--- src/rtl/chip_io_pkg.sv ---
// Shared pad map, tie-offs and types for the 12-pad I/O ring
// Pads 0..7 are MIO and 8..11 are DIO, with the JTAG pads on the DIOs

package chip_io_pkg;

  localparam int NumPads    = 12;
  localparam int NumMioPads = 8;

  // JTAG pad map
  localparam int JtagEnIdx = 6;              // Strap, MIO 6
  localparam int TrstIdx   = 7;              // MIO 7
  localparam int TckIdx    = NumMioPads + 0;
  localparam int TmsIdx    = NumMioPads + 1; // Doubles as chip select
  localparam int TdiIdx    = NumMioPads + 2;
  localparam int TdoIdx    = NumMioPads + 3;

  typedef logic [NumPads-1:0] pad_vec_t;

  // Core view of the JTAG pads while JTAG owns them, chip select is active low
  localparam pad_vec_t JtagTieOff = pad_vec_t'(1) << TmsIdx;

  localparam logic [31:0] JtagIdcode = 32'h0A5C11E3;

  typedef struct packed {
    pad_vec_t out;
    pad_vec_t oe;
  } pad_ctrl_t;

  typedef struct packed {
    pad_vec_t invert;
    pad_vec_t open_drain;
  } pad_attr_t;

  typedef struct packed {
    logic tck;
    logic tms;
    logic tdi;
    logic trst_n;
  } jtag_req_t;

  typedef enum logic [2:0] {
    PAD_OUT        = 3'd0,
    PAD_OE         = 3'd1,
    PAD_INVERT     = 3'd2,
    PAD_OPEN_DRAIN = 3'd3,
    PAD_IN         = 3'd4, // Read only
    STATUS         = 3'd5  // Read only
  } reg_addr_e;

  typedef enum logic [3:0] {
    TEST_LOGIC_RESET, RUN_TEST_IDLE,
    SELECT_DR, CAPTURE_DR, SHIFT_DR, EXIT1_DR, PAUSE_DR, EXIT2_DR, UPDATE_DR,
    SELECT_IR, CAPTURE_IR, SHIFT_IR, EXIT1_IR, PAUSE_IR, EXIT2_IR, UPDATE_IR
  } tap_state_e;

  typedef enum logic [1:0] {
    IDCODE = 2'b01,
    BYPASS = 2'b11
  } tap_instr_e;

endpackage

--- src/rtl/chip_io_top.sv ---
// I/O subsystem top: GPIO regs, JTAG overlay, TAP and pad ring
// Single clock; pads come as separate in, out and oe vectors

`timescale 1ns/1ps

module chip_io_top (
  input  logic                   clk_i,
  input  logic                   rst_n_i,
  // Pads
  input  chip_io_pkg::pad_vec_t  pad_in_i,
  output chip_io_pkg::pad_vec_t  pad_out_o,
  output chip_io_pkg::pad_vec_t  pad_oe_o,
  // Register port
  input  logic                   reg_we_i,
  input  chip_io_pkg::reg_addr_e reg_addr_i,
  input  chip_io_pkg::pad_vec_t  reg_wdata_i,
  output chip_io_pkg::pad_vec_t  reg_rdata_o
);

  chip_io_pkg::pad_ctrl_t core_ctrl;
  chip_io_pkg::pad_attr_t core_attr;
  chip_io_pkg::pad_ctrl_t ring_ctrl;
  chip_io_pkg::pad_vec_t  ring_in;
  chip_io_pkg::pad_vec_t  core_in;
  chip_io_pkg::jtag_req_t jtag_req;
  logic                   jtag_tdo;
  logic                   jtag_en;

  pad_ring u_pad_ring (
    .clk_i     ( clk_i     ),
    .rst_n_i   ( rst_n_i   ),
    .pad_in_i  ( pad_in_i  ),
    .pad_out_o ( pad_out_o ),
    .pad_oe_o  ( pad_oe_o  ),
    .ctrl_i    ( ring_ctrl ),
    .attr_i    ( core_attr ), // Also on JTAG pads
    .in_o      ( ring_in   )
  );

  jtag_overlay_mux u_jtag_mux (
    .clk_i       ( clk_i     ),
    .rst_n_i     ( rst_n_i   ),
    .core_ctrl_i ( core_ctrl ),
    .core_in_o   ( core_in   ),
    .ring_ctrl_o ( ring_ctrl ),
    .ring_in_i   ( ring_in   ),
    .jtag_o      ( jtag_req  ),
    .tdo_i       ( jtag_tdo  ),
    .jtag_en_o   ( jtag_en   )
  );

  jtag_tap u_jtag_tap (
    .clk_i   ( clk_i    ),
    .rst_n_i ( rst_n_i  ),
    .jtag_i  ( jtag_req ),
    .tdo_o   ( jtag_tdo )
  );

  pad_ctrl_regs u_pad_ctrl_regs (
    .clk_i     ( clk_i       ),
    .rst_n_i   ( rst_n_i     ),
    .we_i      ( reg_we_i    ),
    .addr_i    ( reg_addr_i  ),
    .wdata_i   ( reg_wdata_i ),
    .rdata_o   ( reg_rdata_o ),
    .pad_in_i  ( core_in     ),
    .jtag_en_i ( jtag_en     ),
    .ctrl_o    ( core_ctrl   ),
    .attr_o    ( core_attr   )
  );

endmodule

--- src/rtl/jtag_overlay_mux.sv ---
// Strap is taken once, 3 edges after reset, and holds until the next reset
// Strap must be stable through reset release; TAP is held in reset while off

`timescale 1ns/1ps

module jtag_overlay_mux (
  input  logic                   clk_i,
  input  logic                   rst_n_i,
  // Core side
  input  chip_io_pkg::pad_ctrl_t core_ctrl_i,
  output chip_io_pkg::pad_vec_t  core_in_o,
  // Pad ring side
  output chip_io_pkg::pad_ctrl_t ring_ctrl_o,
  input  chip_io_pkg::pad_vec_t  ring_in_i,
  // TAP side
  output chip_io_pkg::jtag_req_t jtag_o,
  input  logic                   tdo_i,
  output logic                   jtag_en_o
);

  //////////////////////////////////////////////////////////////////////
  // Strap sampling
  //////////////////////////////////////////////////////////////////////

  logic [1:0] strap_cnt_q;
  logic       jtag_en_q;

  always_ff @(posedge clk_i or negedge rst_n_i) begin
    if (!rst_n_i) begin
      strap_cnt_q <= 2'd0;
      jtag_en_q   <= 1'b0;
    end else begin
      if (strap_cnt_q != 2'd3) begin
        strap_cnt_q <= strap_cnt_q + 2'd1;
      end
      if (strap_cnt_q == 2'd2) begin  // Third edge, sync chain now valid
        jtag_en_q <= ring_in_i[chip_io_pkg::JtagEnIdx];
      end
    end
  end

  assign jtag_en_o = jtag_en_q;

  //////////////////////////////////////////////////////////////////////
  // Pad steering
  //////////////////////////////////////////////////////////////////////

  always_comb begin
    ring_ctrl_o = core_ctrl_i;
    core_in_o   = ring_in_i;
    if (jtag_en_q) begin
      // JTAG inputs are never driven
      ring_ctrl_o.out[chip_io_pkg::TckIdx]  = 1'b0;
      ring_ctrl_o.oe[chip_io_pkg::TckIdx]   = 1'b0;
      ring_ctrl_o.out[chip_io_pkg::TmsIdx]  = 1'b0;
      ring_ctrl_o.oe[chip_io_pkg::TmsIdx]   = 1'b0;
      ring_ctrl_o.out[chip_io_pkg::TdiIdx]  = 1'b0;
      ring_ctrl_o.oe[chip_io_pkg::TdiIdx]   = 1'b0;
      ring_ctrl_o.out[chip_io_pkg::TrstIdx] = 1'b0;
      ring_ctrl_o.oe[chip_io_pkg::TrstIdx]  = 1'b0;
      ring_ctrl_o.out[chip_io_pkg::TdoIdx]  = tdo_i;
      ring_ctrl_o.oe[chip_io_pkg::TdoIdx]   = 1'b1;

      core_in_o[chip_io_pkg::TckIdx]  = chip_io_pkg::JtagTieOff[chip_io_pkg::TckIdx];
      core_in_o[chip_io_pkg::TmsIdx]  = chip_io_pkg::JtagTieOff[chip_io_pkg::TmsIdx];
      core_in_o[chip_io_pkg::TdiIdx]  = chip_io_pkg::JtagTieOff[chip_io_pkg::TdiIdx];
      core_in_o[chip_io_pkg::TdoIdx]  = chip_io_pkg::JtagTieOff[chip_io_pkg::TdoIdx];
      core_in_o[chip_io_pkg::TrstIdx] = chip_io_pkg::JtagTieOff[chip_io_pkg::TrstIdx];
    end
  end

  // Gated with jtag_en so a GPIO user never clocks the TAP
  assign jtag_o = '{
    tck:    jtag_en_q & ring_in_i[chip_io_pkg::TckIdx],
    tms:    jtag_en_q & ring_in_i[chip_io_pkg::TmsIdx],
    tdi:    jtag_en_q & ring_in_i[chip_io_pkg::TdiIdx],
    trst_n: jtag_en_q & ring_in_i[chip_io_pkg::TrstIdx]
  };

endmodule

--- src/rtl/jtag_tap.sv ---
// TAP oversampled on clk_i; TCK must stay stable for several clk_i cycles
// Only IDCODE and BYPASS, no debug module behind it

`timescale 1ns/1ps

module jtag_tap (
  input  logic                   clk_i,
  input  logic                   rst_n_i,
  input  chip_io_pkg::jtag_req_t jtag_i,
  output logic                   tdo_o
);

  logic                    tck_q;
  logic                    tck_rise;
  logic                    tck_fall;
  chip_io_pkg::tap_state_e state_q;
  chip_io_pkg::tap_state_e state_d;
  logic [1:0]              ir_q;
  logic [1:0]              ir_shift_q;
  logic [31:0]             dr_q;
  logic                    bypass_q;
  logic                    sel_idcode;

  // TCK is already synchronized in the pad ring
  assign tck_rise = jtag_i.tck & ~tck_q;
  assign tck_fall = ~jtag_i.tck & tck_q;

  //////////////////////////////////////////////////////////////////////
  // TAP state machine
  //////////////////////////////////////////////////////////////////////

  always_comb begin
    unique case (state_q)
      chip_io_pkg::TEST_LOGIC_RESET:
        state_d = jtag_i.tms ? chip_io_pkg::TEST_LOGIC_RESET : chip_io_pkg::RUN_TEST_IDLE;
      chip_io_pkg::RUN_TEST_IDLE:
        state_d = jtag_i.tms ? chip_io_pkg::SELECT_DR : chip_io_pkg::RUN_TEST_IDLE;
      chip_io_pkg::SELECT_DR:
        state_d = jtag_i.tms ? chip_io_pkg::SELECT_IR : chip_io_pkg::CAPTURE_DR;
      chip_io_pkg::CAPTURE_DR, chip_io_pkg::SHIFT_DR:
        state_d = jtag_i.tms ? chip_io_pkg::EXIT1_DR : chip_io_pkg::SHIFT_DR;
      chip_io_pkg::EXIT1_DR:
        state_d = jtag_i.tms ? chip_io_pkg::UPDATE_DR : chip_io_pkg::PAUSE_DR;
      chip_io_pkg::PAUSE_DR:
        state_d = jtag_i.tms ? chip_io_pkg::EXIT2_DR : chip_io_pkg::PAUSE_DR;
      chip_io_pkg::EXIT2_DR:
        state_d = jtag_i.tms ? chip_io_pkg::UPDATE_DR : chip_io_pkg::SHIFT_DR;
      chip_io_pkg::SELECT_IR:
        state_d = jtag_i.tms ? chip_io_pkg::TEST_LOGIC_RESET : chip_io_pkg::CAPTURE_IR;
      chip_io_pkg::CAPTURE_IR, chip_io_pkg::SHIFT_IR:
        state_d = jtag_i.tms ? chip_io_pkg::EXIT1_IR : chip_io_pkg::SHIFT_IR;
      chip_io_pkg::EXIT1_IR:
        state_d = jtag_i.tms ? chip_io_pkg::UPDATE_IR : chip_io_pkg::PAUSE_IR;
      chip_io_pkg::PAUSE_IR:
        state_d = jtag_i.tms ? chip_io_pkg::EXIT2_IR : chip_io_pkg::PAUSE_IR;
      chip_io_pkg::EXIT2_IR:
        state_d = jtag_i.tms ? chip_io_pkg::UPDATE_IR : chip_io_pkg::SHIFT_IR;
      default:  // Both update states
        state_d = jtag_i.tms ? chip_io_pkg::SELECT_DR : chip_io_pkg::RUN_TEST_IDLE;
    endcase
  end

  always_comb begin
    case (chip_io_pkg::tap_instr_e'(ir_q))
      chip_io_pkg::IDCODE: sel_idcode = 1'b1;
      chip_io_pkg::BYPASS: sel_idcode = 1'b0;
      default:             sel_idcode = 1'b0; // Unused codes act as BYPASS
    endcase
  end

  //////////////////////////////////////////////////////////////////////
  // Control state
  //////////////////////////////////////////////////////////////////////

  always_ff @(posedge clk_i or negedge rst_n_i) begin
    if (!rst_n_i) begin
      tck_q   <= 1'b0;
      state_q <= chip_io_pkg::TEST_LOGIC_RESET;
      ir_q    <= chip_io_pkg::IDCODE;
      tdo_o   <= 1'b0;
    end else begin
      tck_q <= jtag_i.tck;
      if (!jtag_i.trst_n || state_q == chip_io_pkg::TEST_LOGIC_RESET) begin
        ir_q <= chip_io_pkg::IDCODE;
      end else if (tck_rise && state_q == chip_io_pkg::UPDATE_IR) begin
        ir_q <= ir_shift_q;
      end
      if (!jtag_i.trst_n) begin
        state_q <= chip_io_pkg::TEST_LOGIC_RESET;
      end else if (tck_rise) begin
        state_q <= state_d;
      end
      // TDO changes on the falling edge only, holds outside shift
      if (tck_fall && state_q == chip_io_pkg::SHIFT_IR) begin
        tdo_o <= ir_shift_q[0];
      end else if (tck_fall && state_q == chip_io_pkg::SHIFT_DR) begin
        tdo_o <= sel_idcode ? dr_q[0] : bypass_q;
      end
    end
  end

  // Shift registers, reloaded in the capture states
  always_ff @(posedge clk_i) begin
    if (tck_rise) begin
      unique case (state_q)
        chip_io_pkg::CAPTURE_IR: ir_shift_q <= 2'b01;
        chip_io_pkg::SHIFT_IR:   ir_shift_q <= {jtag_i.tdi, ir_shift_q[1]};
        chip_io_pkg::CAPTURE_DR: begin
          dr_q     <= chip_io_pkg::JtagIdcode;
          bypass_q <= 1'b0;
        end
        chip_io_pkg::SHIFT_DR: begin
          if (sel_idcode) begin
            dr_q <= {jtag_i.tdi, dr_q[31:1]};
          end else begin
            bypass_q <= jtag_i.tdi;
          end
        end
        default: ;
      endcase
    end
  end

endmodule

--- src/rtl/pad_ctrl_regs.sv ---
// Plain write strobe, combinational read; no bus handshake
// Writes to PAD_IN and STATUS are dropped

`timescale 1ns/1ps

module pad_ctrl_regs (
  input  logic                   clk_i,
  input  logic                   rst_n_i,
  // Register port
  input  logic                   we_i,
  input  chip_io_pkg::reg_addr_e addr_i,
  input  chip_io_pkg::pad_vec_t  wdata_i,
  output chip_io_pkg::pad_vec_t  rdata_o,
  // Readback sources
  input  chip_io_pkg::pad_vec_t  pad_in_i,
  input  logic                   jtag_en_i,
  // To the pads
  output chip_io_pkg::pad_ctrl_t ctrl_o,
  output chip_io_pkg::pad_attr_t attr_o
);

  chip_io_pkg::pad_vec_t out_q;
  chip_io_pkg::pad_vec_t oe_q;
  chip_io_pkg::pad_vec_t invert_q;
  chip_io_pkg::pad_vec_t open_drain_q;

  //////////////////////////////////////////////////////////////////////
  // Writable registers
  //////////////////////////////////////////////////////////////////////

  always_ff @(posedge clk_i or negedge rst_n_i) begin
    if (!rst_n_i) begin
      out_q        <= '0;
      oe_q         <= '0;
      invert_q     <= '0;
      open_drain_q <= '0;
    end else if (we_i) begin
      case (addr_i)
        chip_io_pkg::PAD_OUT:        out_q        <= wdata_i;
        chip_io_pkg::PAD_OE:         oe_q         <= wdata_i;
        chip_io_pkg::PAD_INVERT:     invert_q     <= wdata_i;
        chip_io_pkg::PAD_OPEN_DRAIN: open_drain_q <= wdata_i;
        default: ;  // Read only
      endcase
    end
  end

  assign ctrl_o = '{out: out_q, oe: oe_q};
  assign attr_o = '{invert: invert_q, open_drain: open_drain_q};

  //////////////////////////////////////////////////////////////////////
  // Readback
  //////////////////////////////////////////////////////////////////////

  always_comb begin
    case (addr_i)
      chip_io_pkg::PAD_OUT:        rdata_o = out_q;
      chip_io_pkg::PAD_OE:         rdata_o = oe_q;
      chip_io_pkg::PAD_INVERT:     rdata_o = invert_q;
      chip_io_pkg::PAD_OPEN_DRAIN: rdata_o = open_drain_q;
      chip_io_pkg::PAD_IN:         rdata_o = pad_in_i;  // Already synced and inverted
      chip_io_pkg::STATUS:         rdata_o = chip_io_pkg::pad_vec_t'(jtag_en_i);
      default:                     rdata_o = '0;
    endcase
  end

endmodule

--- src/rtl/pad_ring.sv ---
// Pads are split into in/out/oe, no real tristate or pulls
// Inputs cross into clk_i through two flops, so core sees them 2 edges late

`timescale 1ns/1ps

module pad_ring (
  input  logic                   clk_i,
  input  logic                   rst_n_i,
  // Pad side
  input  chip_io_pkg::pad_vec_t  pad_in_i,
  output chip_io_pkg::pad_vec_t  pad_out_o,
  output chip_io_pkg::pad_vec_t  pad_oe_o,
  // Core side
  input  chip_io_pkg::pad_ctrl_t ctrl_i,
  input  chip_io_pkg::pad_attr_t attr_i,
  output chip_io_pkg::pad_vec_t  in_o
);

  //////////////////////////////////////////////////////////////////////
  // Output attributes
  //////////////////////////////////////////////////////////////////////

  chip_io_pkg::pad_vec_t out_inv;

  for (genvar i = 0; i < chip_io_pkg::NumPads; i++) begin : g_pad_out
    assign out_inv[i] = ctrl_i.out[i] ^ attr_i.invert[i];

    // Open drain only ever drives low
    assign pad_oe_o[i] = ctrl_i.oe[i] & ~(attr_i.open_drain[i] & out_inv[i]);
  end

  assign pad_out_o = out_inv;

  //////////////////////////////////////////////////////////////////////
  // Input synchronizers
  //////////////////////////////////////////////////////////////////////

  chip_io_pkg::pad_vec_t in_meta_q;
  chip_io_pkg::pad_vec_t in_sync_q;

  always_ff @(posedge clk_i or negedge rst_n_i) begin
    if (!rst_n_i) begin
      in_meta_q <= '0;
      in_sync_q <= '0;
    end else begin
      in_meta_q <= pad_in_i;
      in_sync_q <= in_meta_q;
    end
  end

  // Invert after sync so the attribute can change without a glitch on the flops
  assign in_o = in_sync_q ^ attr_i.invert;

endmodule
--- config.mk ---
export PLATFORM = sky130hd
export DESIGN_NAME = chip_io_top
export DESIGN_NICKNAME = d
export VERILOG_FILES = /design/src/rtl/chip_io_pkg.sv /design/src/rtl/chip_io_top.sv /design/src/rtl/jtag_overlay_mux.sv /design/src/rtl/jtag_tap.sv /design/src/rtl/pad_ctrl_regs.sv /design/src/rtl/pad_ring.sv
export SDC_FILE = /design/constraint.sdc
export NUM_CORES = 1
export LEC_CHECK = 0
export ABC_AREA = 1
export BUFFER_PORTS_ARGS = -buffer_cell sky130_fd_sc_hd__buf_2
export CORE_UTILIZATION = 35
export CTS_CLUSTER_DIAMETER = 50
export CTS_CLUSTER_SIZE = 8
export DETAILED_ROUTE_END_ITERATION = 7
export PLACE_DENSITY = 0.58
export SLEW_MARGIN = 20
export SYNTH_ARGS = -nofsm -noshare
export SYNTH_HDL_FRONTEND = slang
export SYNTH_HIERARCHICAL = 1
export SYNTH_SLANG_ARGS = --single-unit
export TNS_END_PERCENT = 20
--- constraint.sdc ---
create_clock -name clk_i -period 3.6 [get_ports clk_i]
set_clock_uncertainty 0.2 [all_clocks]
set_input_delay 0.36 -clock clk_i [delete_from_list [all_inputs] [get_ports clk_i]]
set_output_delay 0.36 -clock clk_i [all_outputs]
set_load 0.01 [all_outputs]
==> out/results.ini <==
[power]
p_int_w=0.00292
p_clk_share_pct=44.4
pwr-share-seq_pct=40.8
power.density_nw_per_um2=544
ir_drop_mv=0.309
netSwitchingFraction_pct=26.2
cellLeakagePower_nw=3.69
combPwrFrac_pct=14.8
switching_power_w=0.00104

[global_routing]
grt_max_degree=76
grt_pass1_vias=4326
groute.usage.overall_pct=16.0
antenna_found_initial=0
grt_pass1_wl_um=21800
overflow=0

[route]
via_per_inst=4.49
wl_um=13200
routedWlPerCell_um=12.5
drc_errors=0
first_iter_violations=313
first_pass_iters=4
postRouteAntennaNets=0
vias=4732

[worst_setup_path]
path_buf_inv=3
crit_family=flip-flops
critPathMaxFanout=32
worstPathRequired_ps=3470
critPathCaptureType=flip-flop
crit_path_top_delay_cell=dfrtp_1
cp-startpoint=u_jtag_mux/jtag_en_o
critPathKind=reg -> reg
worstSetupStartpointType=flip-flop
r2r-start=u_jtag_mux/jtag_en_o
cpPeakStageDelay_ps=790
crit_arrival_ps=2410
crit_path_cell_trace=nand2_1 -> inv_1 -> inv_1 -> nor2_1 -> nand2_1 -> a21oi_2 -> buf_4

[floorplan]
dieHeight_um=133
core_area_um2=16700
die_area_um2=17700
num_rows=47
num_io_pins=66
die_w_um=133
start_util_pct=36.0

[timing]
min_period_over_period_pct=70.6
max_freq_ghz=0.393
relSlewSlack_pct=34.4
finalMaxSlewViolations=0
worst_pin_slew_ps=984
setup_tns_ps=0
finalHoldViolCount=0
period_minus_slack_ps=2540
setup_viol=0
fin_ws_ps=1060
rsz0062_at_grt=no

[cells_and_area]
design_area_um2=7260
final_nets=853
syn2layout_area_growth_pct=20.8
drive_gt1_share_pct=15.2
multi_input_area_um2=2080
register_area_um2=3130
fillers=1685
utilization_pct=43.5
diodes=0

[yosys]
synth_compound_area_share_pct=5.45
synth_top_family_by_area=simple AND/OR/NAND/NOR gates
synth_edf_count=35
syn-mean-instance-area_um2=8.03
synthMuxAreaShare_pct=0
dominantRegCellSynth=dfrtp_1
synth_simple_gate_area_share_pct=27.0
async_reset_ff_share_pct=70.3
seq_area_frac_synth_pct=52.1
synth_xor_area_share_pct=1.75
ys_ff_latch=118
yosys.area_share.adder_pct=0.416
synth.area.top_cells=dfrtp_1 34%, edfxtp_1 17%, nand2_1 11%
synthTopCellsByCount=173 x nand2_1, 133 x inv_1, 93 x nor2_1, 82 x dfrtp_1, 45 x nand3_1
ys_types=33
ys_warn_count=6
syn_nets=781
synthCells=749
syn_area_um2=6010
synth_top_area_cell=dfrtp_1
yosysMostFrequentCell=nand2_1
synth_top_cell_area_share_pct=34.1

[clock_tree]
cts_tree=built
clockBufferDepth=2
cts.clk_slew.worst_paths_ps=50
cts_buffers=17
ctsResizeCount=0
insertion_delay_ps=410
ctsHtreeMaxLevel=4
postCtsHoldBufs=25
clkSinkCount=118
post-cts-setup-buffers=0
clockRootBuffer=clkbuf_16

[placement]
post-dp-hpwl_um=8790
gp_congestion=0.831
portBuffers=65
post-place-ws_ps=1060
post_dp_cell_area_um2=6390

[min_path]
min_from=u_pad_ring/in_meta_q[5]
hold_class=reg -> reg

[run]
maxCapViolCount=0

[run_status]
outcome=complete, no violations

logic make-up (layout without fill, tap and decap cells):
group,after synthesis,after routing
adder cells (fa/ha/maj),2,2
AND/OR/NAND/NOR,371,371
flip-flops,118,118
AO/OA/AOI/OAI,64,64
buffers and inverters,182,267
XOR/XNOR,12,12
worst reg2reg max path, delay by kind of cell, from the launching register on:
kind / cells / cell delay, ps
compound gates: 1 / 120
flops: 1 / 790
buf+inv: 3 / 520
simple gates: 3 / 550
layer usage:
layer / GRT usage (%) / wire (µm) / up-vias
met5: 0 / 0 / -
met4: 5.49 / 179 / 0
met3: 4.41 / 574 / 14
met2: 23.7 / 5900 / 105
met1: 22.4 / 6570 / 2179
li1: - / - / 2434
power groups by stage:
| stage | Combinational [W] | Sequential [W] | Clock [W] |
|---|---|---|---|
| after floorplan | 0.000452 | 0.00160 | 0 |
| after global placement | 0.000562 | 0.00163 | 0 |
| after detailed placement | 0.000568 | 0.00164 | 0 |
| after CTS | 0.000593 | 0.00161 | 0.00179 |
| after global routing | 0.000672 | 0.00163 | 0.00185 |
| final | 0.000586 | 0.00161 | 0.00175 |
cell type report:
cell class / count / area share (%)
clock inverters: 8 / 1.60
inverters: 137 / 7.08
multi-input cells: 449 / 28.7
clock buffers: 24 / 6.93
repair buffers: 98 / 8.79
flip-flops and latches: 118 / 43.1
well taps: 220 / 3.79
state kept, by name, summed over array words and instances, names as in the netlist, 4 cells and up:
register	cells
u_pad_ctrl_regs/invert_q	12
u_pad_ctrl_regs/oe_q	12
u_pad_ring/in_sync_q	12
u_pad_ctrl_regs/out_q	12
u_jtag_tap/dr_q	32
u_pad_ctrl_regs/open_drain_q	12
u_pad_ring/in_meta_q	12
u_jtag_tap/state_q	4
metrics by stage:
| stage | total power [W] | std cells | hold WS (ps) |
|---|---|---|---|
| 6_report | 0.00395 | 1054 | 146 |
| 5_1_grt | 0.00415 | 1054 | 153 |
| 3_5_place_dp | 0.00220 | 997 | 135 |
| 4_1_cts | 0.00400 | 1054 | 147 |
| 2_1_floorplan | 0.00205 | 749 | -136 |
| 3_3_place_gp | 0.00220 | 997 | 132 |
worst paths after layout:
check	endpoint	slack, ps	cells past startpoint
max in group asynchronous	u_jtag_mux/strap_cnt_q[1]	2010	3
worst max-delay path	u_jtag_tap/dr_q[2]	1060	7
worst max register to register	u_jtag_tap/dr_q[2]	1060	7
min in group asynchronous	u_pad_ring/in_meta_q[5]	420	2
worst min-delay path	u_pad_ring/in_sync_q[5]	150	0
worst min register to register	u_pad_ring/in_sync_q[5]	150	0
placed cells by master, fill, tap and decap left out, types with 2 or more instances in the layout:
cell type	Yosys	routed
nand3_1	45	45
dlygate4sd3_1	0	25
nand2_1	173	173
inv_1	133	133
a21oi_1	6	5
and2_2	2	2
clkbuf_1	4	3
nand4_1	16	16
nor3_1	2	2
nand2_2	4	4
buf_4	26	9
nand3_2	3	3
o21ai_0	39	39
clkinv_2	0	4
clkbuf_8	0	3
nor2_1	93	93
or2_1	12	12
bufinv_16	0	3
clkbuf_16	0	18
dfrtp_1	82	82
or2_2	4	4
and2_1	10	10
o21ai_1	15	15
ha_1	2	2
nor2_4	2	2
inv_2	4	4
edfxtp_1	35	35
nor2_2	4	4
xor2_1	12	12
buf_2	11	64
No activity file was read; power rests on OpenSTA's default activity.
